**src/rtl/mem_sys_pkg.sv**
```systemverilog
`default_nettype none

package mem_sys_pkg;

	//////////////////////////////
	// Basic word types
	//////////////////////////////

	// CPU data word
	typedef logic [15:0] word_t;

	// Instruction word from program memory
	typedef logic [17:0] instr_t;

	// CPU data address
	typedef logic [15:0] addr_t;

	//////////////////////////////
	// Memory sizes
	//////////////////////////////

	// Data RAM holds 4096 words
	localparam int DATA_AW = 12;

	// Instruction RAM holds 1024 words
	localparam int INSTR_AW = 10;

	//////////////////////////////
	// I/O address map
	//////////////////////////////

	// Pixel command queue port, top of the map
	localparam addr_t PRAM_ADDR = 16'h3FFF;

	// First key counter, Esc
	// Then shoot, turn left, turn right, backward, forward up to 3FFE
	localparam addr_t KEY_BASE_ADDR = 16'h3FF9;
	localparam int NUM_KEYS = 6;

	// Index of one key counter
	typedef logic [2:0] key_sel_t;

	// Pixel queue entries
	localparam int PRAM_DEPTH = 16;

endpackage

`default_nettype wire

```
**src/rtl/mem_ctrl.sv**
```systemverilog
`default_nettype none

module mem_ctrl (
	input  logic                             clk,
	input  logic                             rst_n,
	// CPU data port
	input  mem_sys_pkg::addr_t               cpu_data_addr,
	input  mem_sys_pkg::word_t               cpu_data_in,
	input  logic                             cpu_data_wr_en,
	output mem_sys_pkg::word_t               cpu_data_out,
	// Data RAM
	output logic [mem_sys_pkg::DATA_AW-1:0]  ram_addr,
	output mem_sys_pkg::word_t               ram_wdata,
	output logic                             ram_wr_en,
	input  mem_sys_pkg::word_t               ram_rdata,
	// Pixel queue
	output logic                             pram_push,
	output mem_sys_pkg::word_t               pram_wdata,
	input  logic                             pram_full,
	// Key counters
	output mem_sys_pkg::key_sel_t            key_sel,
	output logic                             key_clear,
	input  mem_sys_pkg::word_t               key_value
);

	import mem_sys_pkg::*;

	// Where the next cycle's read data comes from
	typedef enum logic [1:0] {
		SRC_ZERO = 2'd0,
		SRC_RAM  = 2'd1,
		SRC_HOLD = 2'd2
	} rd_src_t;

	//////////////////////////////
	// Address decode
	//////////////////////////////

	// Offset from the first key address
	// Addresses below the base wrap to large values
	addr_t key_off;

	logic is_pram;
	logic is_key;
	logic is_ram;

	// Status or counter word seen in the address cycle
	word_t io_rdata;

	// Registered read path
	rd_src_t rd_src;
	word_t   hold_q;

	assign key_off = cpu_data_addr - KEY_BASE_ADDR;

	assign is_pram = (cpu_data_addr == PRAM_ADDR);
	assign is_key  = (key_off < addr_t'(NUM_KEYS));
	assign is_ram  = !is_pram && !is_key;

	// Counter index, only meaningful on a key address
	assign key_sel = key_sel_t'(key_off);

	//////////////////////////////
	// Write steering
	//////////////////////////////

	// Data and address go out to everyone
	assign ram_addr   = cpu_data_addr[DATA_AW-1:0];
	assign ram_wdata  = cpu_data_in;
	assign pram_wdata = cpu_data_in;

	// Exactly one target sees the write enable
	assign ram_wr_en = cpu_data_wr_en && is_ram;
	assign pram_push = cpu_data_wr_en && is_pram;

	// Any nonzero word clears all counters
	// Writing zero is a no-op
	assign key_clear = cpu_data_wr_en && is_key && (cpu_data_in != '0);

	//////////////////////////////
	// Read return
	//////////////////////////////

	// Full flag sits in bit 0
	assign io_rdata = is_pram ? word_t'(pram_full) : key_value;

	// Source for the following cycle
	// A write cycle returns zero afterwards
	always_ff @(posedge clk) begin
		if (!rst_n) begin
			rd_src <= SRC_ZERO;
		end else if (cpu_data_wr_en) begin
			rd_src <= SRC_ZERO;
		end else if (is_ram) begin
			rd_src <= SRC_RAM;
		end else begin
			rd_src <= SRC_HOLD;
		end
	end

	// Sampled I/O word, lines up with the RAM read latency
	always_ff @(posedge clk) begin
		hold_q <= io_rdata;
	end

	// Output mux
	always_comb begin
		case (rd_src)
			SRC_RAM:  cpu_data_out = ram_rdata;
			SRC_HOLD: cpu_data_out = hold_q;
			default:  cpu_data_out = '0;
		endcase
	end

endmodule

`default_nettype wire

```
**config.mk**
```make
export PLATFORM = sky130hd
export DESIGN_NAME = mem_ctrl
export DESIGN_NICKNAME = d
export VERILOG_FILES = /design/src/rtl/mem_sys_pkg.sv /design/src/rtl/mem_ctrl.sv
export SDC_FILE = /design/constraint.sdc
export NUM_CORES = 1
export LEC_CHECK = 0
export ABC_CLOCK_PERIOD_IN_PS = 2400
export BUFFER_PORTS_ARGS = -buffer_cell sky130_fd_sc_hd__buf_2
export CORE_ASPECT_RATIO = 0.5
export CORE_UTILIZATION = 37
export DETAILED_ROUTE_END_ITERATION = 12
export PLACE_DENSITY = 0.8
export SKIP_CTS_REPAIR_TIMING = 1
export SYNTH_ARGS = -nofsm -noshare
export SYNTH_HDL_FRONTEND = slang
export SYNTH_SLANG_ARGS = --single-unit
```
**constraint.sdc**
```tcl
create_clock -name clk -period 2.4 [get_ports clk]
set_clock_uncertainty 0.1 [all_clocks]
set_input_delay 0.12 -clock clk [delete_from_list [all_inputs] [get_ports clk]]
set_output_delay 0.12 -clock clk [all_outputs]
set_load 0.005 [all_outputs]
```
Word level (Yosys, flattened, before mapping)
Cells that the tools add are included.
- logic and storage cells: 21
- register bits after elaboration: 18
- equal/unequal tests: 3
- reduce and logical (&&, ||, !) cells: 9
- mux-type cells: 3
- $lt $le $gt $ge: 1
- bitwise logic cells: 1
- $add $sub $neg: 1
- operator list (kind ; number):
    $pmux 16 s2 ; 1
    $eq 16x14->1 const B ; 1
    $lt 16x3->1 const B ; 1
    $reduce_bool 16->1 ; 1
    $sub 16x14->16 const B ; 1
    $logic_and 1x1->1 ; 5
    $eq 2x1->1 const B ; 1
    $eq 2x2->1 const B ; 1
    $logic_not 1->1 ; 2
    $mux 2 ; 1
    $reduce_or 2->1 ; 1
    $mux 1 ; 1
    $not 1->1 ; 1

Longest topological paths before layout
Gate-level depths: netlist of run 1.
- word-level depth: 5
- depth in mapped cells: 8

Worst setup path after synthesis of run 1
OpenSTA, ideal clock, no wires.
- kind: input port to output port
- from: input port cpu_data_addr[0]
- to: output port ram_wr_en
- buffers on the path: 0
- stages: 8
- data arrival time: 1681 ps
- path slack: 499 ps
- data required time: 2180 ps
- path through: inv_1 > ha_1 > or4b_1 > o21ai_0 > nand3_1 > a2111oi_4 > a31oi_1 > and2_1
- longest elaborated chain between the ends: 5
- ends and longest elaborated chain (item ; line ; text):
    from (decl) ; mem_ctrl.sv:7 ; input mem_sys_pkg::addr_t cpu_data_addr,
    $sub 16x14->16 ; mem_ctrl.sv:54 ; assign key_off = cpu_data_addr - KEY_BASE_ADDR;
    $lt 16x3->1 ; mem_ctrl.sv:57 ; assign is_key = (key_off < addr_t'(NUM_KEYS));
    $logic_not 1->1 ; mem_ctrl.sv:58 ; assign is_ram = !is_pram && !is_key;
    $logic_and 1x1->1 (*) ; mem_ctrl.sv:58 ;
    $logic_and 1x1->1 (*) ; mem_ctrl.sv:73 ; assign ram_wr_en = cpu_data_wr_en && is_ram;
    to (decl) ; mem_ctrl.sv:14 ; output logic ram_wr_en,
Mark *: on every way between the ends. The rest lies on a longest branch, timed or not.

Worst setup path after layout of run 1
- from: input port cpu_data_addr[1]
- to: output port ram_wr_en
The elaborated chain is that of the path after synthesis.

==> flow_metrics.tcl, run 1 <==
set metrics [dict create \
    clock_path_buffers 2 \
    finalCritPeriodShare_pct 93.8 \
    root_buffer "clkbuf_8" \
    tightestPinTransition_ns 0.560 \
    cts_sinks 18 \
    crit_start "cpu_data_addr[1]" \
    grt_pass1_vias 1191 \
    fmax_mhz 444 \
    core_sq_mm 0.00360 \
    cts_htree_levels 1 \
    comb_power_share_pct 28.7 \
    cp_slowest_cell "a2111oi_4" \
    drtPass1Iterations 4 \
    chipHeight_um 46.5 \
    postSynthCellCount 181 \
    final_util_pct 54.7 \
    gr-usage-all-layers_pct 15.2 \
    routed_wl_um 3810 \
    ir_drop_mv 0.168 \
    finalMaxSlewViolations 0 \
    p_per_area_mw_per_mm2 365 \
    fin_crit_ns 2.25 \
    wl_met1_um 1670 \
    p_int_mw 0.534 \
    setup_viol 0 \
    n_antenna_cell 0 \
    synth.area.top_cells "dfxtp_1 (25%), buf_4 (23%), a22oi_1 (8.7%)" \
    synth_warnings 0 \
    postSynth.asyncResetShare_pct 0 \
    path_clk_slew_ns 0.06 \
    dp_cells 315 \
    vias 1514 \
    p_sw_share_pct 25.8 \
    routedWlPerCell_um 11.7 \
    gp_congestion 0.810 \
    arrival_ns 2.03 \
    placementRows 15 \
    relSlewSlack_pct 62.7 \
    post-route-drc-count 0 \
    p_leak_nw 1.01 \
    end_kind "output port" \
    routed.top_layer "met4" \
    die-area_sq_mm 0.00423 \
    syn_area_sq_mm 0.00146 \
    path_common_cell "buf_2" \
    run_status "finished, violations left" \
    synthFlopType "dfxtp_1" \
    tns_ns 0 \
    dp_slack_ns 0.103 \
    path_buf_inv 3 \
    port_buffers 133 \
    cts_tree "yes" \
    crit_family "simple AND/OR/NAND/NOR gates" \
    dp_hpwl_um 3070 \
    finalHoldViolations 10 \
    drv_cap 0 \
    final_nets 348 \
    first_iter_violations 22 \
    seqPwrFrac_pct 44.2 \
    instances_no_fill 325 \
    hold_path_class "in -> reg" \
    synth_top_area_share_pct 24.6 \
    cts_buffers 3 \
    syn_area_per_cell_sq_um 8.09 \
    rsz0062_at_grt "false" \
    seq_area_frac_synth_pct 24.6 \
    grt_start_max_net_pins 18 \
    ioPinCount 134 \
    critPathKind "in -> out" \
    hold_start "key_value[4]" \
    ant_nets 0 \
    cp_cell_sequence "buf_2 > inv_1 > ha_4 > or4b_1 > o21ai_0 > nand3_1 > a2111oi_4 > a31oi_2 > and2_1 > buf_2" \
    synth_edf_count 0 \
    startpoint_type "input pin" \
    viasPerCell 4.66 \
    switchingPower_mw 0.186 \
    area_delta_synth_final_pct 34.7 \
    antenna_found_initial 0 \
    start_util_pct 40.6 \
    clkPwrFrac_pct 27.1 \
    met3_length_um 137 \
    worst_ep_required_time_ns 2.18 \
    grt_first_pass_wirelength_um 5160 \
    violations "negative hold slack" \
    syn-num-nets 253 \
    max_stage_delay_ns 0.43 \
    drive_above_1_share_pct 54.7 \
    synth_seq_cells 18 \
    crit_path_max_fanout 5 \
    fin_ws_ns 0.148 \
    hold_slack_ns -0.0128 \
    dieWidth_um 91.0 \
    routed-wl-met2_um 1990 \
    yosysTopAreaCell "dfxtp_1" \
    synth_cell_type_count 34 \
    grt-ovfl-total 0 \
]
==> sequential cells by signal, indices dropped and copies added, names as in the netlist <==
signal and cells:
rd_src 2, hold_q 16
==> cells by family (layout without fill, tap and decap cells) <==
kind of cell	Yosys count	count (layout)	synth area share (%)
AOI/OAI and AO/OA	26	26	13.8
and+or+nand+nor	71	71	28.6
xor gates and xnor gates	4	4	2.39
DFF	18	18	24.6
adders and majority gates	4	4	3.42
muxes	2	2	1.45
buffers and inverters	56	149	25.6
==> cells in the mapped netlist (all sizes together), types with 2 or more instances <==
cell    number
nand2        3
dfxtp       18
nand4        3
nor2b       17
nor4         7
o21ai        5
nand3        6
buf         44
inv          5
clkbuf       7
nor3         2
nor2        25
a22oi       17
ha           4
and2         2
xor2         3
==> per-stage QoR <==
stage,hold slack [ns],power (mW),cell area (sq um)
floorplan,0.0895,0.445,1460
global placement,0.229,0.515,1840
detailed placement,0.235,0.521,1840
CTS,-0.0211,0.718,1890
global route,0.000647,0.763,1970
finish,-0.0128,0.720,1970
==> cell usage in the layout, fill, tap and decap left out, types with 2 or more instances in the layout <==
cell / count
nor2_1: 24
dfxtp_1: 18
o21ai_0: 4
buf_2: 133
clkbuf_8: 3
buf_4: 2
nand3_1: 6
nor4_1: 6
nand4_1: 2
and2_1: 2
a22oi_1: 17
dlygate4sd3_1: 6
nor2b_1: 17
xor2_1: 3
ha_1: 3
nand2_1: 3
inv_1: 4
==> final cells by class <==
cell class / instances / area (sq um)
Tap cell: 51 / 63.8
Multi-Input combinational cell: 107 / 747
Timing Repair Buffer: 141 / 741
Fill cell: 380 / 1630
Inverter: 5 / 18.8
Sequential cell: 18 / 360
Clock buffer: 3 / 41.3
==> worst paths after layout <==
check,cells after the start,to,slack [ns]
worst min-delay path,2,hold_q[4],-0.01
worst max-delay path,10,ram_wr_en,0.15
==> power groups by stage <==
stage | clock network [mW] | registers (mW) | logic, mW
floorplan | 0 | 0.324 | 0.122
global placement | 0 | 0.324 | 0.191
detailed placement | 0 | 0.325 | 0.196
CTS | 0.202 | 0.318 | 0.197
global route | 0.214 | 0.319 | 0.230
finish | 0.195 | 0.318 | 0.207
==> layer usage <==
metal  global-route usage (%)  up-vias
met2                     28.3       38
met4                     4.76        0
met5                        0        -
met3                     1.82        2
li1                         -      768
met1                     19.1      706
(Power assumes the default switching activity.)
==> run 2: changes to the inputs <==
--- a/constraint.sdc
+++ b/constraint.sdc
@@ -4,2 +4,2 @@
 set_output_delay 0.12 -clock clk [all_outputs]
-set_load 0.005 [all_outputs]
+set_load 0.1 [all_outputs]
==> run 2 against run 1 <==
Compared with the run above:
- the run still ends with negative hold slack left
- sequential power about the same
- flip-flop and latch count unchanged
- sequential share of layout area fell by 0.94 points
- core utilization rose by 3.0 points
- critical path depth is the same
- critical path type unchanged
- largest cell class unchanged
- largest power group is now combinational logic
- highest routed layer unchanged
==> flow_metrics.tcl, run 2 (synthesized netlist as in run 1, its figures left out) <==
set metrics [dict create \
    area_delta_synth_final_pct 42.0 \
    first_iter_violations 23 \
    hold_path_class "in -> reg" \
    rsz0062_at_grt "false" \
    core_sq_mm 0.00360 \
    run_status "finished, violations left" \
    drtPass1Iterations 4 \
    ant_nets 0 \
    crit_start "cpu_data_addr[1]" \
    routed.top_layer "met4" \
    setup_viol 0 \
    port_buffers 133 \
    critPathKind "in -> out" \
    routed-wl-met2_um 1910 \
    hold_slack_ns -0.0108 \
    grt_start_max_net_pins 17 \
    drive_above_1_share_pct 60.6 \
    cp_slowest_cell "or4b_1" \
    gp_congestion 0.793 \
    clock_path_buffers 2 \
    cp_cell_sequence "buf_2 > inv_1 > ha_4 > or4b_1 > o21ai_0 > nand3_1 > a2111oi_4 > a31oi_2 > and2_4 > buf_12" \
    ioPinCount 134 \
    p_leak_nw 1.02 \
    met3_length_um 131 \
    n_antenna_cell 0 \
    regMostFlops "hold_q" \
    crit_cells 10 \
    crit_path_max_fanout 5 \
    end_kind "output port" \
    finalMaxSlewViolations 0 \
    largest_reg_flops 16 \
    reg.largest.list "hold_q: 16 flops, rd_src: 2 flops" \
    cts_htree_levels 1 \
    cts_sinks 18 \
    routedWlPerCell_um 11.4 \
    chipHeight_um 46.5 \
    viasPerCell 4.59 \
    layout_commonest_cell "buf_2" \
    final_nets 347 \
    placementRows 15 \
    path_buf_inv 3 \
    cts_buffers 3 \
    cts_tree "yes" \
    arrival_ns 2.04 \
    dieWidth_um 91.0 \
    final_cell_mix "buf_2 (130), dfxtp_1 (18), a22oi_1 (17)" \
    relSlewSlack_pct 51.9 \
    routed_wl_um 3700 \
    drv_cap 0 \
    grt-ovfl-total 0 \
    grt_first_pass_wirelength_um 5000 \
    die-area_sq_mm 0.00423 \
    finalHoldViolations 5 \
    vias 1493 \
    fmax_mhz 442 \
    root_buffer "clkbuf_8" \
    grt_pass1_vias 1192 \
    max_stage_delay_ns 0.42 \
    path_clk_slew_ns 0.06 \
    gr-usage-all-layers_pct 14.5 \
    startpoint_type "input pin" \
    fin_crit_ns 2.26 \
    post_dp_cell_area_sq_mm 0.00195 \
    crit_family "simple AND/OR/NAND/NOR gates" \
    antenna_found_initial 0 \
    wl_met1_um 1640 \
    p_total_mw 1.13 \
    ir_drop_mv 0.246 \
    p_per_area_mw_per_mm2 542 \
    tightestPinTransition_ns 0.721 \
    post-route-drc-count 0 \
    worst_ep_required_time_ns 2.18 \
    finalCritPeriodShare_pct 94.2 \
    violations "negative hold slack" \
    crit_end "ram_wr_en" \
    start_util_pct 40.6 \
    dp_hpwl_um 3010 \
    postLayoutCellArea_sq_mm 0.00208 \
]
## run 2: through the flow
| step | hold WS (ns) | TNS [ns] | utilization (%) | worst slack (ns) | std cells |
|---|---|---|---|---|---|
| 5_1_grt | 0.00281 | 0 | 57.7 | 0.0204 | 325 |
| 4_1_cts | -0.0186 | 0 | 55.8 | 0.121 | 319 |
| 3_5_place_dp | 0.237 | 0 | 54.2 | 0.121 | 315 |
| 6_report | -0.0108 | 0 | 57.7 | 0.139 | 325 |
| 2_1_floorplan | 0.0895 | -1.08 | - | -0.505 | 181 |
| 3_3_place_gp | 0.233 | 0 | 54.2 | 0.171 | 315 |
## run 2: cell type report
type                       instances  area [sq um]
inverter                           5          26.3
sequential                        18           360
tap                               51          63.8
clock buffer                       4          55.1
multi-input combinational        107           795
timing repair buffer             140           778
fill                             343          1530
## run 2: routing by layer
layer  GRT usage [%]  vias up
li1                -      764
met1            18.8      683
met2            27.7       44
met3            1.16        2
met4            2.86        0
met5               0        -
## run 2: worst min-delay path by stage
stage / end / start / slack, ns / cells past startpoint
3_5_place_dp: hold_q[6] / key_value[6] / 0.24 / 2
5_1_grt: rd_src[1] / cpu_data_wr_en / 0.003 / 2
3_3_place_gp: hold_q[3] / key_value[3] / 0.23 / 2
6_report: hold_q[8] / key_value[8] / -0.01 / 2
2_1_floorplan: rd_src[1] / cpu_data_wr_en / 0.09 / 1
4_1_cts: hold_q[2] / key_value[2] / -0.02 / 2
## run 2: where the power goes
part | total [mW] | switching, mW | internal [mW]
Sequential | 0.318 | 0.00421 | 0.314
Clock | 0.235 | 0.0902 | 0.145
Combinational | 0.573 | 0.456 | 0.117
Total | 1.13 | 0.550 | 0.576
