`src/rtl/mem_sys_pkg.sv`:
```
`default_nettype none

package mem_sys_pkg;

	//////////////////////////////
	// Basic word types
	//////////////////////////////

	// CPU data word
	typedef logic [15:0] word_t;

	// Instruction word from program memory
	typedef logic [17:0] instr_t;

	// CPU data address
	typedef logic [15:0] addr_t;

	//////////////////////////////
	// Memory sizes
	//////////////////////////////

	// Data RAM holds 4096 words
	localparam int DATA_AW = 12;

	// Instruction RAM holds 1024 words
	localparam int INSTR_AW = 10;

	//////////////////////////////
	// I/O address map
	//////////////////////////////

	// Pixel command queue port, top of the map
	localparam addr_t PRAM_ADDR = 16'h3FFF;

	// First key counter, Esc
	// Then shoot, turn left, turn right, backward, forward up to 3FFE
	localparam addr_t KEY_BASE_ADDR = 16'h3FF9;
	localparam int NUM_KEYS = 6;

	// Index of one key counter
	typedef logic [2:0] key_sel_t;

	// Pixel queue entries
	localparam int PRAM_DEPTH = 16;

endpackage

`default_nettype wire

```
`src/rtl/pram_queue.sv`:
```
`default_nettype none

module pram_queue (
	input  logic                clk,
	input  logic                rst_n,
	input  logic                push,
	input  mem_sys_pkg::word_t  wdata,
	input  logic                pop,
	output mem_sys_pkg::word_t  rdata,
	output logic                valid,
	output logic                full
);

	import mem_sys_pkg::*;

	// Pointer width, depth is a power of two so pointers wrap by themselves
	localparam int PTR_W = $clog2(PRAM_DEPTH);

	// Count needs one more bit to reach the full depth
	localparam logic [PTR_W:0] COUNT_FULL = (PTR_W + 1)'(PRAM_DEPTH);

	//////////////////////////////
	// State
	//////////////////////////////

	// Entry storage
	word_t buf_mem [PRAM_DEPTH];

	// Head and tail pointers
	logic [PTR_W-1:0] rd_ptr;
	logic [PTR_W-1:0] wr_ptr;

	// Occupancy
	logic [PTR_W:0] count;

	// Accepted operations this cycle
	logic do_push;
	logic do_pop;

	//////////////////////////////
	// Flags
	//////////////////////////////

	assign full  = (count == COUNT_FULL);
	assign valid = (count != '0);

	// Push dropped when full, pop ignored when empty
	assign do_push = push && !full;
	assign do_pop  = pop && valid;

	// Head entry straight out of storage
	assign rdata = buf_mem[rd_ptr];

	//////////////////////////////
	// Pointers and count
	//////////////////////////////

	always_ff @(posedge clk) begin
		if (!rst_n) begin
			rd_ptr <= '0;
			wr_ptr <= '0;
			count  <= '0;
		end else begin
			if (do_push) begin
				wr_ptr <= wr_ptr + 1'b1;
			end
			if (do_pop) begin
				rd_ptr <= rd_ptr + 1'b1;
			end
			// Push and pop together leave the count alone
			if (do_push && !do_pop) begin
				count <= count + 1'b1;
			end else if (do_pop && !do_push) begin
				count <= count - 1'b1;
			end
		end
	end

	// Entry write at the tail
	always_ff @(posedge clk) begin
		if (do_push) begin
			buf_mem[wr_ptr] <= wdata;
		end
	end

endmodule

`default_nettype wire

```
`config.mk`:
```
export PLATFORM = sky130hd
export DESIGN_NAME = pram_queue
export DESIGN_NICKNAME = d
export VERILOG_FILES = /design/src/rtl/mem_sys_pkg.sv /design/src/rtl/pram_queue.sv
export SDC_FILE = /design/constraint.sdc
export NUM_CORES = 1
export LEC_CHECK = 0
export ABC_AREA = 1
export BUFFER_PORTS_ARGS = -buffer_cell sky130_fd_sc_hd__buf_2
export CAP_MARGIN = 10
export CORE_MARGIN = 4
export CORE_UTILIZATION = 56
export CTS_CLUSTER_SIZE = 12
export DETAILED_ROUTE_END_ITERATION = 7
export PLACE_DENSITY = 0.76
export SETUP_SLACK_MARGIN = 0.1
export SYNTH_ARGS = -nofsm -noshare
export SYNTH_HDL_FRONTEND = slang
export SYNTH_SLANG_ARGS = --single-unit
```
`constraint.sdc`:
```
create_clock -name clk -period 2.06 [get_ports clk]
set_input_delay 0.618 -clock clk [delete_from_list [all_inputs] [get_ports clk]]
set_output_delay 0.618 -clock clk [all_outputs]
set_load 0.02 [all_outputs]
```
# After elaboration in Yosys (flattened, before gate mapping)
# Memory sizes are Yosys's and may differ from the RTL's. A register that Yosys moved wholly into a read port is not among the register bits.
# Cells that the tools add are included.
classes:
  n_addsub: 4
  eq_ne: 1
  n_mux: 6
  n_reduce_logical: 9
op_table:
  columns: ["operator", "n"]
  rows:
  - ["$mux W5", 2]
  - ["$add A4 B1 Y4 const B", 2]
  - ["$mux W4", 2]
  - ["$add A5 B1 Y5 const B", 1]
  - ["$eq A5 B5 Y1 const B", 1]
  - ["$reduce_bool A5 Y1", 1]
  - ["$sub A5 B1 Y5 const B", 1]
  - ["$logic_and A1 B1 Y1", 4]
  - ["$logic_not A1 Y1", 3]
  - ["$mux W1", 2]
  - ["$reduce_bool A2 Y1", 1]
word_totals:
  register_bits: 13
  mem_bits_rw: 256
  inputBits: 20
  n_memories: 1
memory_table:
  columns: ["name", "words", "width", "rd", "rd_clocked_by_memory_dff", "wr", "line_no", "source"]
  rows:
  - ["buf_mem", 16, 16, 1, 1, 1, "pram_queue.sv:27", "word_t buf_mem [PRAM_DEPTH];"]

# Depth between registers and ports, before layout
# Gate-level depths: netlist (run 1).
depth:
  depth_word: 7
  ltp_mapped: 14
  mapped_depth_nobuf: 14

# Least setup slack after synthesis (run 1)
# OpenSTA, ideal clock, no wires.
synth_timing:
  kind: "register to register"
  startpoint: "register count[1]"
  endpoint: "register count[3]"
  t_arrival_ns: 1.965
  setup_slack_ns: -0.021
  stages_incl_launch_ff: 12
  path_buffers: 0
  synth_period_minus_slack_ns: 2.081
  cell_sequence: "dfxtp_1 > nor2_1 > nand3_2 > nand2_2 > ha_1 > inv_1 > ha_1 > or2_2 > nand3_1 > nand2_1 > o21ai_0 > inv_1"
synth_between:
  elab_cells_between_ends: 14
  cone_classes: "add/sub (2); eq/ne (1); mux (2); reduce/logical (9)"
synth_rtl:
  columns: ["element", "line_no", "source"]
  rows:
  - ["start, declared", "pram_queue.sv:34", "logic [PTR_W:0] count;"]
  - ["start signal, assigned", "pram_queue.sv:72", "count <= count + 1'b1;"]
  - ["start signal, assigned", "pram_queue.sv:74", "count <= count - 1'b1;"]
  - ["$reduce_bool A5 Y1 (*)", "pram_queue.sv:45", "assign valid = (count != '0);"]
  - ["via valid", "pram_queue.sv:10", "output logic valid,"]
  - ["$logic_and A1 B1 Y1 (*)", "pram_queue.sv:49", "assign do_pop = pop && valid;"]
  - ["$logic_not A1 Y1", "pram_queue.sv:71", "if (do_push && !do_pop) begin"]
  - ["$logic_and A1 B1 Y1", "pram_queue.sv:71", null]
  - ["$mux W5 or $reduce_bool A2 Y1 (tied branches)", null, null]
# Mark *: on every way through the listed nets, which the timed path passes. The rest lies on a longest branch. The select of a mux whose other input is x is not followed.
# A chain may end at the register's enable or synchronous reset.

==> metrics.txt, run 1 <==
status=complete, but fails checks; violated checks=negative setup slack; dpl cells=1493; Synth Area per Inst=10.1 um2; WP data required=around 1.4 ns; count of warnings emitted by yosys=0; clock slew seen by the registers of the worst setup and hold paths=about 0.06 ns; CTS tree=built; register bit count reported by yosys=between 200 and 300; TNS Setup=-7.69 ns; hold buffers post-CTS=0; Vias/cell=around 5.5; initial core utilization=between 50% and 60%; Slew @ Worst Pin=between 0.3 and 0.4 ns; core box area=between 0.02 and 0.025 mm2; setup ws final=-0.561 ns; fin crit share=127%; Boundary Pins=38; DRC=0; TritonCTS sink count=273; FMAX=between 0.3 and 0.4 GHz; Synth cell types=22; Final HPWL DP=roughly 16000 um; Max Clock Skew=0.0142 ns; worst hold path class=primary input to register; total number of vias=~8700; final cell utilization of the core=between 70% and 80%; largest area contributor in the synthesized netlist=edfxtp_1; design area=around 0.015 mm2; number of global-route vias before repair=between 8000 and 9000; Sw Pwr=about 5.3 mW; Post-synth top cells=nand2_1 (366), edfxtp_1 (256), inv_1 (214); register area share after synthesis=between 60% and 70%; mapped cell area=roughly 0.012 mm2; Hold EP=wr_ptr[3]$_SDFFE_PN0P_; Net Count, Synth=1207; Finished Layout Cells=between 1500 and 2000; initial DRC count=approximately 870; flop-to-flop setup slack=~0.10 ns; DRT antenna net count=0; nets=1307; Setup WS pre-CTS=0.00188 ns; hold path startpoint=rst_n; worst path arrival time=around 2 ns; ranking of synthesized cells by area=edfxtp_1 (64%), nand2_1 (12%), nand3_1 (8.4%); # diodes=0; clock share of power=approximately 28%; top cell type's share of synthesized area=between 60% and 70%; global-route usage over all layers=between 20% and 30%; power per cell area=1120 mW/mm2; Area Overhead vs Synth=24.5%; FP Rows=53; hold violation total from the final report=0; die width=~150 um; Final Power=approximately 17 mW; port buffer count=37; most frequent cell after synthesis=nand2_1; H-tree levels=1; initial antenna violation count=0; hold depth=3; die area=~0.024 mm2; Hold Slack=approximately 0.39 ns; Sw Ratio=31.8%; VDD IR max=0.000891 V; wire length per cell=20.2 um; CTS Root Cell=clkbuf_16; CTS Buffer Depth=3; Static Leakage=6.36 nW; pin count of the biggest net entering global routing=between 50 and 60; layout cell share with drive strength beyond 1=21.1%; crit end category=output port; GPL Wtd Cong=between 0.8 and 0.9; total congestion overflow=0; share of power burned in combinational logic=between 30% and 40%; die height=between 150 and 200 um; Reg-to-Reg End=count[4]$_SDFFE_PN0P_; first-pass GRT wire length=between 40000 and 50000 um; clk_lat worst skew=0.54 ns; worst r2r path cells=15; Num CTS Buffers=28; placed cell area=about 0.013 mm2; Final setup viols=18; crit path kind=register to output port; max-capacitance violation count=0; RSZ-0062 raised after global routing=true; register share of total power=around two fifths; RR Startpoint=count[1]$_SDFFE_PN0P_; drt pass-1 iters=5; Synth async-reset ratio=0%; CP max FO=8; Routed WL=between 30000 and 40000 um; main flop type after synthesis=edfxtp_1; Gate Count Post-Synth=~1200; number of synthesized flops with an enable pin=256; Rel. slew slack=77.9%; crit path time final=roughly 2.6 ns; Int Power=11.4 mW; Final Max Slew Viols=0; CP startpoint kind=register
layout by cell type, fill, tap and decap left out, types with 6 or more instances in the layout:
cell type / count
nand2_1: 326
edfxtp_1: 256
inv_1: 211
nand3_1: 161
nand2_2: 38
nand3_2: 38
clkbuf_16: 33
buf_4: 33
buf_12: 29
buf_6: 25
nor2_1: 20
buf_2: 20
nor2_2: 16
dfxtp_1: 11
clkbuf_1: 11
buf_16: 9
a21oi_1: 6
critical path, stage by stage, from the launching register on:
cell and delay, ns:
dfxtp_4 0.37, buf_12 0.18, buf_12 0.15, clkbuf_16 0.16
nand2_2 0.05, nand2_1 0.06, nand2_1 0.09, nand3_2 0.10
nand3_2 0.07, nand2_2 0.09, buf_6 0.12
power groups by stage:
stage                     sequential [mW]  combinational (mW)  clock, mW
after global routing                 6.48                6.03       4.85
after floorplan                      6.51                2.64          0
after CTS                            6.46                4.92       4.57
final                                6.46                5.64       4.58
after global placement               6.54                3.80          0
after detailed placement             6.55                3.89          0
worst max-delay path by stage:
stage          depth (start not counted)  slack [ns]     start                      end
6_report                              10       -0.56  register                 rdata[4]
5_1_grt                               10       -0.61  register                 rdata[4]
4_1_cts                               10       -0.48  register                rdata[12]
3_5_place_dp                           8       0.002  register                 rdata[9]
3_3_place_gp                          11        0.02      push    count[3]$_SDFFE_PN0P_
2_1_floorplan                          4        0.04      push  buf_mem[0][0]$_DFFE_PP_
per-layer routing:
metal	GRT usage, %	vias to the layer above	share of wire [%]	routed length (um)
met5	0	-	0	0
met4	8.37	0	3.4	1070
met3	3.57	93	9.7	3090
met2	44.4	522	51	16300
met1	32.8	4091	36	11300
li1	-	3983	-	-
what timing repair did:
action                                  CTS  global route
cloned                                    7             4
gates resized for setup                 103            66
setup buffers                            14             4
endpoints found under the setup margin   18            21
pin swaps                                32            36
area by class of cell:
cell class,count,area [um2]
sequential,273,8050
fill,1349,6120
multi-input combinational,635,3220
timing repair buffer,122,1590
inverter,217,825
clock buffer,41,781
tap,275,344
clock inverter,8,33.8
cell families (layout without fill, tap and decap cells):
family          Yosys count  after routing  synth area share, %
compound gates           13             13                0.546
buf+inv                 269            388                 9.31
xor+xnor                  3              3                0.220
fa+ha+maj                10             10                 1.11
simple gates            609            609                 21.5
flops                   273            273                 67.4
state kept, by name, indices dropped and copies added (netlist names), named ones only:
name	cells
rd_ptr	4
wr_ptr	4
buf_mem	256
count	5
No activity file was read; power rests on OpenSTA's default activity.
==> run 2, diff against run 1 <==
--- a/config.mk
+++ b/config.mk
@@ -8,11 +8,12 @@
 export ABC_AREA = 1
 export BUFFER_PORTS_ARGS = -buffer_cell sky130_fd_sc_hd__buf_2
 export CAP_MARGIN = 10
+export CELL_PAD_IN_SITES_DETAIL_PLACEMENT = 0
+export CELL_PAD_IN_SITES_GLOBAL_PLACEMENT = 1
 export CORE_MARGIN = 4
-export CORE_UTILIZATION = 56
-export CTS_CLUSTER_SIZE = 12
+export CORE_UTILIZATION = 44
 export DETAILED_ROUTE_END_ITERATION = 7
-export PLACE_DENSITY = 0.76
+export PLACE_DENSITY_LB_ADDON = 0.1
 export SETUP_SLACK_MARGIN = 0.1
 export SYNTH_ARGS = -nofsm -noshare
 export SYNTH_HDL_FRONTEND = slang
==> run 2 against run 1 <==
The run still ends with negative setup slack left; register-to-register slack improved by 0.10 ns; critical endpoint is now rdata[13]; sequential power about the same; non-clock buffer count down 9; clock-buffer cell count shrank 3; sequential share of layout area increased by 1.8 points; utilization shrank 16 points; critical path depth decreased by 1; fmax grew 5.2%; final cell count is 3.4% higher.
==> metrics.txt, run 2 (synthesis gave the netlist of run 1 again) <==
initial DRC count=just under 600; WP data required=1.44 ns; die area=between 0.02 and 0.03 mm2; TritonCTS sink count=approximately 270; FP Rows=59; die width=roughly 170 um; wire length per cell=between 15 and 20 um; hold buffers post-CTS=0; worst hold path class=primary input to register; first-pass GRT wire length=approximately 46000 um; Reg-to-Reg End=count[3]$_SDFFE_PN0P_; Hold Slack=0.403 ns; worst r2r path cells=12; Max Clock Skew=between 0.009 and 0.01 ns; CTS Root Cell=clkbuf_16; Sw Pwr=slightly below 5 mW; nets=between 1000 and 1500; Boundary Pins=38; status=complete, but fails checks; initial antenna violation count=4; GPL Wtd Cong=between 0.7 and 0.8; RR Startpoint=count[0]$_SDFFE_PN0P_; setup ws final=-0.431 ns; initial core utilization=a little under half; hold violation total from the final report=0; Num CTS Buffers=29; die height=173 um; max-capacitance violation count=0; CP max FO=20; Rel. slew slack=79.0%; worst path arrival time=roughly 1.9 ns; Slew @ Worst Pin=0.314 ns; Biggest register=buf_mem; met3 GRT Util=about 2.6%; Setup WS pre-CTS=-0.0785 ns; VDD IR max=about 0.00085 V; layout cell share with drive strength beyond 1=roughly 16%; cell breakdown of the critical path=buf_12, buf_12, nand2_1, nand2_1, nand2_1, nand3_1, nand3_1, nand2_2, buf_6; crit path kind=register to output port; FMAX=about 0.4 GHz; register share of total power=40.8%; power per cell area=~1100 mW/mm2; crit path time final=~2.5 ns; Static Leakage=between 6 and 7 nW; clk_lat worst skew=between 0.5 and 0.6 ns; total number of vias=8006; Area Overhead vs Synth=20.4%; Worst Setup EP=rdata[13]; Int Power=10.9 mW; top flop regs=buf_mem x256, count x5; CTS tree=built; H-tree levels=1; Final Max Slew Viols=0; clock share of power=29.7%; share of power burned in combinational logic=about 30%; violated checks=negative setup slack; Vias/cell=between 4 and 5; met2 Use GR=33.8%; port buffer count=37; DRC=0; Final HPWL DP=roughly 18000 um; Worst path most repeated cell=nand2_1; drt pass-1 iters=5; slowest stage cell on the critical path=dfxtp_4; M1 GR Usage=about 27%; GRT Max-Usage Layer=met2; core box area=about 0.026 mm2; pin count of the biggest net entering global routing=38; total congestion overflow=0; number of global-route vias before repair=7775; Routed WL=between 30000 and 40000 um; max FFs per register=~260; global-route usage over all layers=19.9%; Final setup viols=16; Worst path max stage delay=between 0.4 and 0.5 ns; DRT antenna net count=0; commonest non-fill, non-tap cell in the layout=nand2_1; Sw Ratio=31.0%; crit end category=output port; RSZ-0062 raised after global routing=true; CTS Buffer Depth=3; CP startpoint kind=register; clock slew seen by the registers of the worst setup and hold paths=0.06 ns; fin crit share=121%; most frequent cells in the layout=nand2_1 (359), edfxtp_1 (256), inv_1 (211), nand3_1 (185), buf_4 (44); flop-to-flop setup slack=0.20 ns
## run 2: cell type report
type                       count  area (um2)
timing repair buffer         113        1260
clock buffer                  38         759
inverter                     217         827
antenna                        2        5.00
multi-input combinational    635        2950
tap                          335         419
clock inverter                12        83.8
fill                        2339       12000
sequential                   273        8040
## run 2: how the worst min path moves through the flow
stage / startpoint / to / depth (start not counted)
after CTS: pop / register / 3
after detailed placement: rd_ptr[2]$_SDFFE_PN0P_ / register / 2
after global routing: push / wr_ptr[2]$_SDFFE_PN0P_ / 4
after global placement: rd_ptr[2]$_SDFFE_PN0P_ / register / 2
after floorplan: count[0]$_SDFFE_PN0P_ / count[0]$_SDFFE_PN0P_ / 1
final: rst_n / wr_ptr[3]$_SDFFE_PN0P_ / 3
## run 2: critical path, delay by kind of cell, from the launching register on
kind,cells,cell delay [ns]
flops,1,0.41
simple gates,6,0.45
buf+inv,3,0.47
## run 2: metal layers
layer / vias to the layer above / share of wire, %
met5: - / 0.089
met4: 4 / 2.6
met3: 58 / 4.3
met2: 161 / 48
met1: 3815 / 45
li1: 3968 / -
## run 2: what timing repair did
item	in CTS	in global routing
gates cloned	1	3
pin swaps	5	4
resized for setup	39	31
buffers inserted	5	2
setup endpoints to repair	20	20
endpoints found under the hold margin	0	0
## run 2: per-stage QoR
stage / instance area [um2] / setup TNS, ns / std cells / utilization [%] / total power [mW]
finish: 14300 / -6.13 / 1625 / 54.4 / 15.8
global route: 14300 / -8.05 / 1625 / 54.4 / 16.7
CTS: 14100 / -6.70 / 1618 / 53.7 / 15.7
detailed placement: 13100 / -0.123 / 1562 / 49.8 / 10.6
global placement: 13100 / -0.0687 / 1562 / 49.8 / 10.6
floorplan: 11900 / 0 / 1177 / - / 9.15
## run 2: power groups by stage
stage          clock [mW]  combinational, mW  sequential, mW
2_1_floorplan           0               2.64            6.51
3_3_place_gp            0               4.08            6.53
3_5_place_dp            0               4.09            6.54
4_1_cts              4.82               4.43            6.45
5_1_grt              5.05               5.16            6.47
6_report             4.70               4.67            6.45
