===== config.mk =====
export PLATFORM = sky130hd
export DESIGN_NAME = key_counters
export DESIGN_NICKNAME = d
export VERILOG_FILES = /design/src/rtl/mem_sys_pkg.sv /design/src/rtl/key_counters.sv
export SDC_FILE = /design/constraint.sdc
export NUM_CORES = 1
export LEC_CHECK = 0
export BUFFER_PORTS_ARGS = -buffer_cell sky130_fd_sc_hd__buf_4
export CORE_MARGIN = 3
export CORE_UTILIZATION = 35
export DETAILED_ROUTE_END_ITERATION = 10
export SLEW_MARGIN = 20
export SYNTH_ARGS = -nofsm -noshare
export SYNTH_HDL_FRONTEND = slang
export SYNTH_SLANG_ARGS = --single-unit

===== constraint.sdc =====
create_clock -name clk -period 2.5 [get_ports clk]
set_input_delay 0.125 -clock clk [delete_from_list [all_inputs] [get_ports clk]]
set_output_delay 0.125 -clock clk [all_outputs]
set_load 0.02 [all_outputs]

===== src/rtl/mem_sys_pkg.sv =====
`default_nettype none

package mem_sys_pkg;

	//////////////////////////////
	// Basic word types
	//////////////////////////////

	// CPU data word
	typedef logic [15:0] word_t;

	// Instruction word from program memory
	typedef logic [17:0] instr_t;

	// CPU data address
	typedef logic [15:0] addr_t;

	//////////////////////////////
	// Memory sizes
	//////////////////////////////

	// Data RAM holds 4096 words
	localparam int DATA_AW = 12;

	// Instruction RAM holds 1024 words
	localparam int INSTR_AW = 10;

	//////////////////////////////
	// I/O address map
	//////////////////////////////

	// Pixel command queue port, top of the map
	localparam addr_t PRAM_ADDR = 16'h3FFF;

	// First key counter, Esc
	// Then shoot, turn left, turn right, backward, forward up to 3FFE
	localparam addr_t KEY_BASE_ADDR = 16'h3FF9;
	localparam int NUM_KEYS = 6;

	// Index of one key counter
	typedef logic [2:0] key_sel_t;

	// Pixel queue entries
	localparam int PRAM_DEPTH = 16;

endpackage

`default_nettype wire


===== src/rtl/key_counters.sv =====
`default_nettype none

module key_counters (
	input  logic                              clk,
	input  logic                              rst_n,
	input  logic [mem_sys_pkg::NUM_KEYS-1:0]  key_press,
	input  logic                              clear,
	input  mem_sys_pkg::key_sel_t             sel,
	output mem_sys_pkg::word_t                value
);

	import mem_sys_pkg::*;

	//////////////////////////////
	// Press counters
	//////////////////////////////

	// One count per key, Esc first
	word_t cnt [NUM_KEYS];

	// Count up on each strobe, hold at all ones
	// Software clear beats a press in the same cycle
	always_ff @(posedge clk) begin
		if (!rst_n || clear) begin
			for (int i = 0; i < NUM_KEYS; i++) begin
				cnt[i] <= '0;
			end
		end else begin
			for (int i = 0; i < NUM_KEYS; i++) begin
				if (key_press[i] && (cnt[i] != '1)) begin
					cnt[i] <= cnt[i] + 1'b1;
				end
			end
		end
	end

	//////////////////////////////
	// Read select
	//////////////////////////////

	// Index past the last key reads as zero
	always_comb begin
		value = '0;
		for (int i = 0; i < NUM_KEYS; i++) begin
			if (sel == key_sel_t'(i)) begin
				value = cnt[i];
			end
		end
	end

endmodule

`default_nettype wire


=== After elaboration in Yosys (flattened, before gate mapping) ===
Memory sizes are Yosys's and may differ from the RTL's.
Cells that the tools add are included.

* Reductions and logical operators: 9
* Multipliers: 0
* Eq/ne operators: 11
* $add $sub $neg: 6
* Muxes and demuxes: 32
* Shifts and indexed selects: 0
* Div/mod/pow operators: 0
* Bitwise gates (word level): 6
* Order comparisons: 0

{| class="wikitable"
|+ Operator list
! kind !! number
|-
| 16-bit 2-to-1 mux || 12
|-
| 16-bit by 1-bit adder with 16-bit output (second input constant) || 6
|-
| 16-bit != test (second input constant) || 6
|-
| 1-bit 2-to-1 mux || 20
|-
| 3-bit by 2-bit == test with 1-bit output (second input constant) || 2
|-
| 3-bit == test (second input constant) || 2
|-
| 1-bit logical AND || 6
|-
| 1-bit OR || 6
|-
| 3-bit by 1-bit == test with 1-bit output (second input constant) || 1
|-
| 3-bit zero test || 1
|-
| 1-bit zero test || 1
|-
| 1-bit logical OR || 1
|}

* Flip-flop bits (word level): 0
* Memories: 1
* Bits in writable memories: 96
* Input bits: 12
* Word-level logic and storage cells: 65
* ROM bits: 0
* Latch bits: 0

{| class="wikitable"
|+ Memory list
! name !! words !! width !! read ports !! clocked after Yosys merged registers in !! write ports !! RTL line !! RTL
|-
| cnt || 6 || 16 || 6 || 0 || 6 || key_counters.sv:19 || <nowiki>word_t cnt [NUM_KEYS];</nowiki>
|}

=== Depth between registers and ports, before layout ===
Gate-level depths: netlist of run 1.

* Depth in word-level cells: 7
* Mapped depth: 7
* Gate-level depth less buffers: 5

=== Least setup slack after synthesis of run 1 ===
No wires, ideal clock.

* Kind: register to register
* Start: memory cnt[5][0] (netlist bit)
* End: memory cnt[5][0] (netlist bit) (enable)
* Stages on the path, launching flop included: 6
* Arrival time: 1711 ps
* Setup time: 366 ps
* Buffers on the path: 0
* Path slack: 423 ps
* Required time: 2134 ps
* Cells stage by stage: edfxtp_1 -> ha_1 -> nand2_1 -> or4_4 -> o21ai_0 -> nand2_1

{| class="wikitable"
|+ RTL lines
! item !! RTL line
|-
| start, declared || key_counters.sv:19
|}

==> results of run 1 <==
## critical path, stage by stage (launching register included)
cell and delay, ns:
edfxtp_1 0.46, ha_1 0.28, nand4_1 0.19, nor2_1 0.33, or4b_1 0.48, mux2_2 0.29
## cell usage in the layout, fill, tap and decap left out, types with 4 or more instances in the layout
master     instances
nor2_1           108
edfxtp_1          96
xnor2_1           51
nand3_1           39
buf_4             36
nand2_1           32
inv_1             31
xor2_1            25
mux2i_1           23
nand4_1           22
nor3_1            17
a21oi_1           12
nor4_1            10
and3_1            10
mux4_2             9
o22ai_1            9
clkbuf_16          9
o221ai_1           7
and4_1             7
o21ai_0            7
or3_1              7
ha_1               6
and2_1             5
or2_2              4
## per-stage QoR
| step | hold slack, ns | instances | instance area (um^2) | total power [mW] |
|---|---|---|---|---|
| after global placement | 0.527 | 822 | 6450 | 2.30 |
| after floorplan | 0.386 | 591 | 6020 | 2.17 |
| after detailed placement | 0.538 | 822 | 6450 | 2.31 |
| after global routing | 0.195 | 837 | 6740 | 3.77 |
| final | 0.171 | 837 | 6740 | 3.64 |
| after CTS | 0.167 | 837 | 6740 | 3.68 |
## metal layers
| metal | vias to the layer above | global-route usage (%) | wire length, um |
|---|---|---|---|
| met2 | 122 | 26.3 | 7130 |
| met3 | 24 | 3.68 | 748 |
| met1 | 2236 | 21.4 | 6700 |
| li1 | 2192 | - | - |
| met5 | - | 0 | 0 |
| met4 | 0 | 6.26 | 386 |
## worst paths after layout
| check | from | to | depth (start not counted) |
|---|---|---|---|
| hold reg to reg | cnt[5][0] | cnt[5][0] | 1 |
| setup / recovery | cnt[3][0] | cnt[3][14] | 5 |
| hold / removal | key_press[5] | cnt[5][15] | 3 |
| setup reg to reg | cnt[3][0] | cnt[3][14] | 5 |
## power by group through the flow
stage          registers [mW]  clock network (mW)  logic (mW)
6_report                 1.96                1.36       0.316
5_1_grt                  1.97                1.45       0.344
4_1_cts                  1.96                1.41       0.316
3_5_place_dp             2.00                   0       0.315
3_3_place_gp             1.99                   0       0.311
2_1_floorplan            1.94                   0       0.226
## kinds of logic (layout without fill, tap and decap cells)
kind of cell | after synthesis | in the layout | share of synthesized area, %
compound gates | 48 | 48 | 5.47
xor+xnor | 76 | 76 | 11.1
fa+ha+maj | 6 | 6 | 1.25
buf+inv | 56 | 82 | 3.78
flops | 96 | 96 | 47.9
mux | 33 | 33 | 7.38
simple gates | 276 | 276 | 23.2
## layout make-up
type,instances,area share (%)
multi-input cells,439,43.2
well taps,220,4.09
inverters,31,1.73
flip-flops and latches,96,42.8
clock buffers,9,3.34
repair buffers,36,4.01
clock inverters,6,0.891
==> Flow_metrics.wiki, run 1 <==
{| class="wikitable"
! Metric !! Value
|-
| Die boundary height || around 140 um
|-
| Register bit total from synthesis || 96
|-
| TritonCTS clock tree || yes
|-
| I/O pin count || 28
|-
| Outcome || finished clean
|-
| Worst Tran Pin Value || 0.695 ns
|-
| Post-synth top flop || edfxtp_1
|-
| Num CTS Buffers || 9
|-
| Skew-Pair Late Insertion Delay || 0.35 ns
|-
| Worst slack at placement || 0.272 ns
|-
| Endpoints failing hold || 0
|-
| Reported max-cap violation count || 0
|-
| Startpoint Class || flop
|-
| Multi-input gate area in the final layout || 2910 um^2
|-
| Worst Setup Slack, final || 0.228 ns
|-
| Number of synthesized flops with an enable pin || 96
|-
| Drt via density || 5.46
|-
| Relative contribution of combinational cells to total power || 8.7%
|-
| Setup repair after global routing missed its margin || false
|-
| Maximum ir drop on the vdd rail || 0.375 mV
|-
| Antenna Cells || 0
|-
| Most flops, register || cnt
|-
| Data required time at the worst endpoint || 2.60 ns
|-
| Cell type with the highest aggregate area in the netlist || edfxtp_1
|-
| Power per cell area || 541 nW/um^2
|-
| Count of yosys warnings during synthesis || 0
|-
| Leading cell types by count after synthesis || nor2_1 (108), edfxtp_1 (96), xnor2_1 (51), nand3_1 (39), nand2_1 (32)
|-
| GP Congestion || 0.912
|-
| Post-route minimum period || 2.27 ns
|-
| Nature of the critical path endpoint || flop
|-
| Detailed-route DRC error count || 0
|-
| Share of final-layout standard cells stronger than drive strength 1 || 12.6%
|-
| Count of different cell masters after synthesis || 45
|-
| Core box area || roughly 17000 um^2
|-
| H-Tree Level Count || 3
|-
| Number of routed nets with antenna violations || 0
|-
| Headroom to the max-slew limit || 53.6%
|-
| Final cell utilization of the core || 40.3%
|-
| Register-to-register setup slack || approximately 0.23 ns
|-
| Vias post-DR || around 4600
|-
| Overall routing resource usage || ~16%
|-
| Aggregate global routing overflow || 0
|-
| Bufs on Longest Clock Path || 2
|-
| Area share of the largest cell type after synthesis || 47.9%
|-
| Combined flip-flop and latch cell area || 2880 um^2
|-
| Master cell of the clock root buffer || clkbuf_16
|-
| DRT iter0 DRCs || 337
|-
| Internal power contribution || ~2.7 mW
|-
| Pin count of the biggest net entering global routing || 35
|-
| Clk network pwr share || 37.5%
|-
| Finish-stage setup viols || 0
|-
| Largest cells by area after synthesis || edfxtp_1 (48%), xnor2_1 (7.4%), nor2_1 (6.7%), mux2i_1 (3.8%), xor2_1 (3.6%)
|-
| Switching Power || 898 uW
|-
| Net count reported at finish || 631
|-
| Max-slew violation count || 0
|-
| Async set or reset register ratio after synthesis || 0%
|-
| Final HPWL from detailed placement || around 11000 um
|-
| Sequential cell area fraction in the yosys report || between 40 and 50%
|-
| DRT Wirelength || 15000 um
|-
| Switching power share of the total || ~25%
|-
| Count of instances resized after the clock tree is built || 0
|-
| Worst min-delay path class || primary input to flop
|-
| Final worst-path cycle share || around 90%
|-
| Leading registers by flop count || cnt: 96 flops
|-
| IO Port Bufs || 27
|-
| Post-Route Setup TNS || 0 ns
|-
| Pre-antenna DRT Iters || 5
|-
| Syn Std Cell Area || 6020 um^2
|-
| Number of antenna violations at the first check in global routing || 0
|-
| Number of flip-flops in the largest register || 96
|-
| Leading cell type by number of instances after synthesis || nor2_1
|-
| Sequential Power Share || 53.9%
|-
| Arrival time at the worst endpoint || ~2.4 ns
|-
| Maximum fanout along the worst path || 6
|-
| Number of global-route vias before repair || 4470
|-
| Setup Fix Bufs, Post-CTS || 0
|-
| Highest achievable clock rate || 0.440 GHz
|-
| Filler cells || 1656
|-
| Hold-fix buffer count after cts || 0
|-
| Syn Area/Cell || about 10 um^2
|-
| Total die area || 18800 um^2
|-
| Synth Net Count || 609
|-
| Horiz. Die Dim || 137 um
|-
| Floorplan row count || 47
|-
| Starting utilization of the core area || 36.0%
|-
| Synthesized instance count || about 590
|-
| Average wire per cell in the routed design || 17.9 um
|-
| Layout-stage area growth over the synthesis result || 12.0%
|-
| Global-route wire length before repair || 23500 um
|-
| Classification of the worst setup path || flop to flop
|-
| Number of sinks handled by clock tree synthesis || 96
|-
| Cell leakage power || 2.26 nW
|-
| Clock transition time at the flip-flop clock pins of the worst setup and hold paths || 0.07 ns
|-
| Clock Skews || 0.00757 ns
|}
Power figures use the tool's default switching activity.
==> inputs of run 2 (changes only) <==
Settings changed: RECOVER_POWER from default to 25.
==> run 2 against run 1 <==
- count of clock-buffer cells in the layout is the same
- die area is the same
- power down 0.40%
- largest power group unchanged
- worst setup slack worse by 0.020 ns
- clock skew is 0.00094 ns higher
- largest cell class unchanged
- register-to-register slack worse by 0.02 ns
- sequential cell count stayed put
==> Flow_metrics.wiki, run 2 (same netlist as run 1, synthesis figures left out) <==
{| class="wikitable"
! Metric !! Value
|-
| Highest-count cells in the layout ignoring fill and taps || nor2_1 (108), edfxtp_1 (96), xnor2_1 (51)
|-
| Endpoint of the worst hold path || cnt[5][15]
|-
| Terminus of the critical flop-to-flop path || cnt[5][5]
|-
| Endpoints failing hold || 0
|-
| Final HPWL from detailed placement || ~11000 um
|-
| Die boundary height || about 140 um
|-
| Floorplan row count || 47
|-
| Worst Min Path Start || key_press[5]
|-
| Headroom to the max-slew limit || 53.5%
|-
| Count of instances resized after the clock tree is built || 0
|-
| Clock transition time at the flip-flop clock pins of the worst setup and hold paths || 0.07 ns
|-
| Maximum fanout along the worst path || 14
|-
| Pre-antenna DRT Iters || 5
|-
| TritonCTS clock tree || yes
|-
| Reported max-cap violation count || 0
|-
| Multi-input gate area in the final layout || 2890 um^2
|-
| Arrival time at the worst endpoint || ~2.4 ns
|-
| Global-route wire length before repair || 23500 um
|-
| Layout-stage area growth over the synthesis result || 10.6%
|-
| Final worst-path cycle share || just over 90%
|-
| Skew-Pair Late Insertion Delay || 0.35 ns
|-
| Average wire per cell in the routed design || 18.0 um
|-
| Vias post-DR || 4614
|-
| Number of antenna violations at the first check in global routing || 0
|-
| Startpoint Class || flop
|-
| Bufs on Longest Clock Path || 2
|-
| Nature of the critical path endpoint || flop
|-
| Hold-fix buffer count after cts || 0
|-
| Worst hold stages || 3
|-
| Data required time at the worst endpoint || 2.58 ns
|-
| Share of final-layout standard cells stronger than drive strength 1 || 9.56%
|-
| Worst Setup Slack, final || 0.208 ns
|-
| Setup repair after global routing missed its margin || false
|-
| Aggregate global routing overflow || 0
|-
| Number of sinks handled by clock tree synthesis || 96
|-
| Worst Tran Pin Value || 0.696 ns
|-
| Detailed-route DRC error count || 0
|-
| Total die area || 18800 um^2
|-
| DRT iter0 DRCs || 373
|-
| Maximum ir drop on the vdd rail || between 0.3 and 0.4 mV
|-
| Drt via density || 5.51
|-
| Post-route minimum period || 2.29 ns
|-
| Register-to-register setup slack || 0.21 ns
|-
| Pin count of the biggest net entering global routing || 35
|-
| GP Congestion || 0.912
|-
| Worst min-delay path class || primary input to flop
|-
| R2r worst-path depth || 4
|-
| Start of the worst register-to-register path || cnt[5][3]
|-
| Worst slack at placement || between 0.2 and 0.3 ns
|-
| Overall routing resource usage || around 16%
|-
| Core box area || 16700 um^2
|-
| H-Tree Level Count || 3
|-
| Finish-stage setup viols || 0
|-
| Antenna Cells || 0
|-
| Outcome || finished clean
|-
| IO Port Bufs || 27
|-
| DRT Wirelength || 15100 um
|-
| Horiz. Die Dim || 137 um
|-
| Num CTS Buffers || 9
|-
| Combined flip-flop and latch cell area || around 2900 um^2
|-
| Most common library cell in the layout ignoring fill and taps || nor2_1
|-
| Clock Skews || 0.00851 ns
|-
| Number of global-route vias before repair || between 4000 and 5000
|-
| I/O pin count || 28
|-
| Leading registers by flop count || cnt: 96 flops
|-
| Number of routed nets with antenna violations || 0
|-
| Filler cells || around 1700
|-
| Classification of the worst setup path || flop to flop
|-
| Post-Route Setup TNS || 0 ns
|-
| Master cell of the clock root buffer || clkbuf_16
|-
| Setup Fix Bufs, Post-CTS || 0
|-
| Power per cell area || about 550 nW/um^2
|-
| Final cell utilization of the core || 39.8%
|-
| Highest achievable clock rate || 0.436 GHz
|-
| Starting utilization of the core area || 36.0%
|-
| Max-slew violation count || 0
|-
| Number of flip-flops in the largest register || 96
|-
| Cell leakage power || between 2 and 2.5 nW
|-
| Net count reported at finish || between 600 and 700
|-
| Most flops, register || cnt
|}
run 2: cell type report:
type	count	share of cell area, %
inverter	31	1.75
tap	220	4.14
clock buffer	9	3.38
timing repair buffer	36	3.07
multi-input combinational	439	43.4
clock inverter	6	0.903
sequential	96	43.3
run 2: worst max-delay path by stage:
stage	slack, ns	start	end
2_1_floorplan	0.42	cnt[5][0]	cnt[5][0]
3_3_place_gp	0.32	cnt[5][0]	cnt[5][11]
3_5_place_dp	0.27	cnt[5][0]	cnt[5][5]
4_1_cts	0.27	cnt[5][0]	cnt[5][5]
5_1_grt	0.11	cnt[5][3]	cnt[5][10]
6_report	0.21	cnt[5][3]	cnt[5][5]
run 2: critical path, stage by stage (launching register included):
cell and delay, ns:
edfxtp_1 0.47, nand3_1 0.32, or4_4 0.61, o21bai_2 0.50
nor2_1 0.12
run 2: metrics by stage:
stage          power, mW  instances  instance area, um^2  hold WS (ns)
2_1_floorplan       2.17        591                 6020         0.386
3_3_place_gp        2.30        822                 6450         0.527
3_5_place_dp        2.31        822                 6450         0.538
4_1_cts             3.68        837                 6740         0.167
5_1_grt             3.76        837                 6650         0.195
6_report            3.63        837                 6650         0.171
run 2: report_power, final:
| part | switching [mW] | total, mW | internal (mW) |
|---|---|---|---|
| combinational | 0.182 | 0.304 | 0.121 |
| sequential | 0.117 | 1.96 | 1.84 |
| clock | 0.597 | 1.36 | 0.766 |
| total | 0.897 | 3.63 | 2.73 |
run 2: metal layers:
metal / vias up / global-route usage (%) / wire [um]
li1: 2190 / - / -
met3: 27 / 3.68 / 819
met4: 0 / 6.26 / 374
met2: 146 / 26.3 / 7150
met5: - / 0 / 0
met1: 2251 / 21.4 / 6720
==> inputs of run 3 (changes only) <==
Settings changed: RECOVER_POWER 25 to 50.
Clock period 2.5 ns to 2.9 ns, I/O delays scaled along.
==> run 3 against run 2 <==
- global-route usage shrank 0.17 points
- critical endpoint is now cnt[5][2]
- non-clock buffer count down 8
- fmax fell by 6.1%
- routed wire length down 2.9%
- final cell count down 0.96%
==> Flow_metrics.wiki, run 3 (same netlist as run 1, synthesis figures left out) <==
{| class="wikitable"
! Metric !! Value
|-
| Leading registers by flop count || cnt: 96 flops
|-
| Count of instances resized after the clock tree is built || 0
|-
| Setup Fix Bufs, Post-CTS || 0
|-
| Filler cells || between 1500 and 2000
|-
| Worst Tran Pin Value || 1.12 ns
|-
| Post-route minimum period || 2.44 ns
|-
| Nature of the critical path endpoint || flop
|-
| Headroom to the max-slew limit || 24.9%
|-
| Floorplan row count || 47
|-
| Number of flip-flops in the largest register || 96
|-
| Arrival time at the worst endpoint || between 2 and 2.5 ns
|-
| Number of sinks handled by clock tree synthesis || 96
|-
| Starting utilization of the core area || a little over a third
|-
| Most flops, register || cnt
|-
| Reported max-cap violation count || 0
|-
| Global-route wire length before repair || 23500 um
|-
| GP Congestion || 0.836
|-
| Setup repair after global routing missed its margin || false
|-
| Horiz. Die Dim || approximately 140 um
|-
| Overall routing resource usage || 16.2%
|-
| Cell leakage power || 2.14 nW
|-
| H-Tree Level Count || 3
|-
| Clock Skews || 0.00723 ns
|-
| DRT iter0 DRCs || about 440
|-
| Final worst-path cycle share || 84.2%
|-
| Power per cell area || between 400 and 500 nW/um^2
|-
| Share of final-layout standard cells stronger than drive strength 1 || ~8.2%
|-
| Most common library cell in the layout ignoring fill and taps || nor2_1
|-
| Vias post-DR || ~4500
|-
| Outcome || finished clean
|-
| Number of global-route vias before repair || 4367
|-
| TritonCTS clock tree || yes
|-
| Pre-antenna DRT Iters || 5
|-
| Maximum fanout along the worst path || 16
|-
| Combined flip-flop and latch cell area || 2880 um^2
|-
| Num CTS Buffers || 9
|-
| Core box area || 16700 um^2
|-
| Number of non-filler instances in the completed layout || 829
|-
| Number of routed nets with antenna violations || 0
|-
| Placed standard-cell area || around 6400 um^2
|-
| Clock transition time at the flip-flop clock pins of the worst setup and hold paths || 0.07 ns
|-
| Highest-count cells in the layout ignoring fill and taps || nor2_1 (108), edfxtp_1 (96), xnor2_1 (51)
|-
| IO Port Bufs || 27
|-
| Master cell of the clock root buffer || clkbuf_16
|-
| I/O pin count || 28
|-
| Layout-stage area growth over the synthesis result || 9.73%
|-
| Skew-Pair Late Insertion Delay || 0.35 ns
|-
| Endpoints failing hold || 0
|-
| Post-Route Setup TNS || 0 ns
|-
| Data required time at the worst endpoint || 2.85 ns
|-
| Startpoint Class || flop
|-
| Die boundary height || 137 um
|-
| Highest achievable clock rate || 0.410 GHz
|-
| Total die area || 18800 um^2
|-
| Classification of the worst setup path || flop to flop
|-
| Worst min-delay path class || primary input to flop
|-
| Placed Cells || 814
|-
| Final HPWL from detailed placement || 10700 um
|-
| DRT Wirelength || 14600 um
|-
| Hold-fix buffer count after cts || 0
|-
| Multi-input gate area in the final layout || a little under 3000 um^2
|-
| Antenna Cells || 0
|-
| Finished Cell Area || 6600 um^2
|-
| Max-slew violation count || 0
|-
| Overall power || between 3 and 4 mW
|-
| Average wire per cell in the routed design || 17.6 um
|-
| Detailed-route DRC error count || 0
|-
| Number of antenna violations at the first check in global routing || 0
|-
| Net count reported at finish || 623
|-
| Finish-stage setup viols || 0
|-
| Hold slack final || about 0.18 ns
|-
| Aggregate global routing overflow || 0
|-
| Maximum ir drop on the vdd rail || 0.274 mV
|-
| Drt via density || 5.47
|-
| Bufs on Longest Clock Path || 2
|-
| Pin count of the biggest net entering global routing || 35
|}
run 3: cell types whose count changed in the layout (fill, tap and decap cells not counted):
cell | before | now
buf_4 | 18 | 12
a31o_1 | 0 | 2
a31o_2 | 3 | 1
clkbuf_1 | 17 | 15
nand3_1 | 40 | 39
nand3_4 | 0 | 1
nand4_1 | 22 | 23
nand4_2 | 3 | 2
or4_1 | 1 | 2
or4_4 | 3 | 2
run 3: final timing paths:
path,startpoint,end,slack [ns],cells past startpoint
min reg2reg,cnt[5][0],cnt[5][0],0.64,1
max,cnt[5][0],cnt[5][2],0.46,5
min,key_press[5],cnt[5][14],0.18,3
max reg2reg,cnt[5][0],cnt[5][2],0.46,5
run 3: power by group:
| group | internal (mW) | switching, mW |
|---|---|---|
| clock | 0.661 | 0.528 |
| combinational | 0.101 | 0.154 |
| sequential | 1.59 | 0.100 |
| total | 2.35 | 0.782 |
run 3: area by class of cell:
class | count | share of cell area [%]
multi-input cells | 439 | 43.8
flip-flops and latches | 96 | 43.7
well taps | 220 | 4.17
clock buffers | 9 | 3.41
repair buffers | 28 | 2.29
inverters | 31 | 1.76
clock inverters | 6 | 0.909
run 3: routing by layer:
metal	GRT usage (%)	wire length, um
met5	0	0
met4	4.10	205
met3	3.68	815
met2	25.9	6840
met1	22.1	6770
run 3: worst max-delay path: stages, from the launching register on:
cell      delay (ns)
edfxtp_1        0.41
ha_1            0.23
nand2_1         0.14
or4_1           0.62
o21ai_0         0.19
nand2_1         0.44
run 3: per-stage QoR:
step / utilization [%] / setup slack (ns)
2_1_floorplan: - / 0.823
3_3_place_gp: 38.3 / 0.567
3_5_place_dp: 38.3 / 0.517
4_1_cts: 40.0 / 0.501
5_1_grt: 39.5 / 0.232
6_report: 39.5 / 0.459
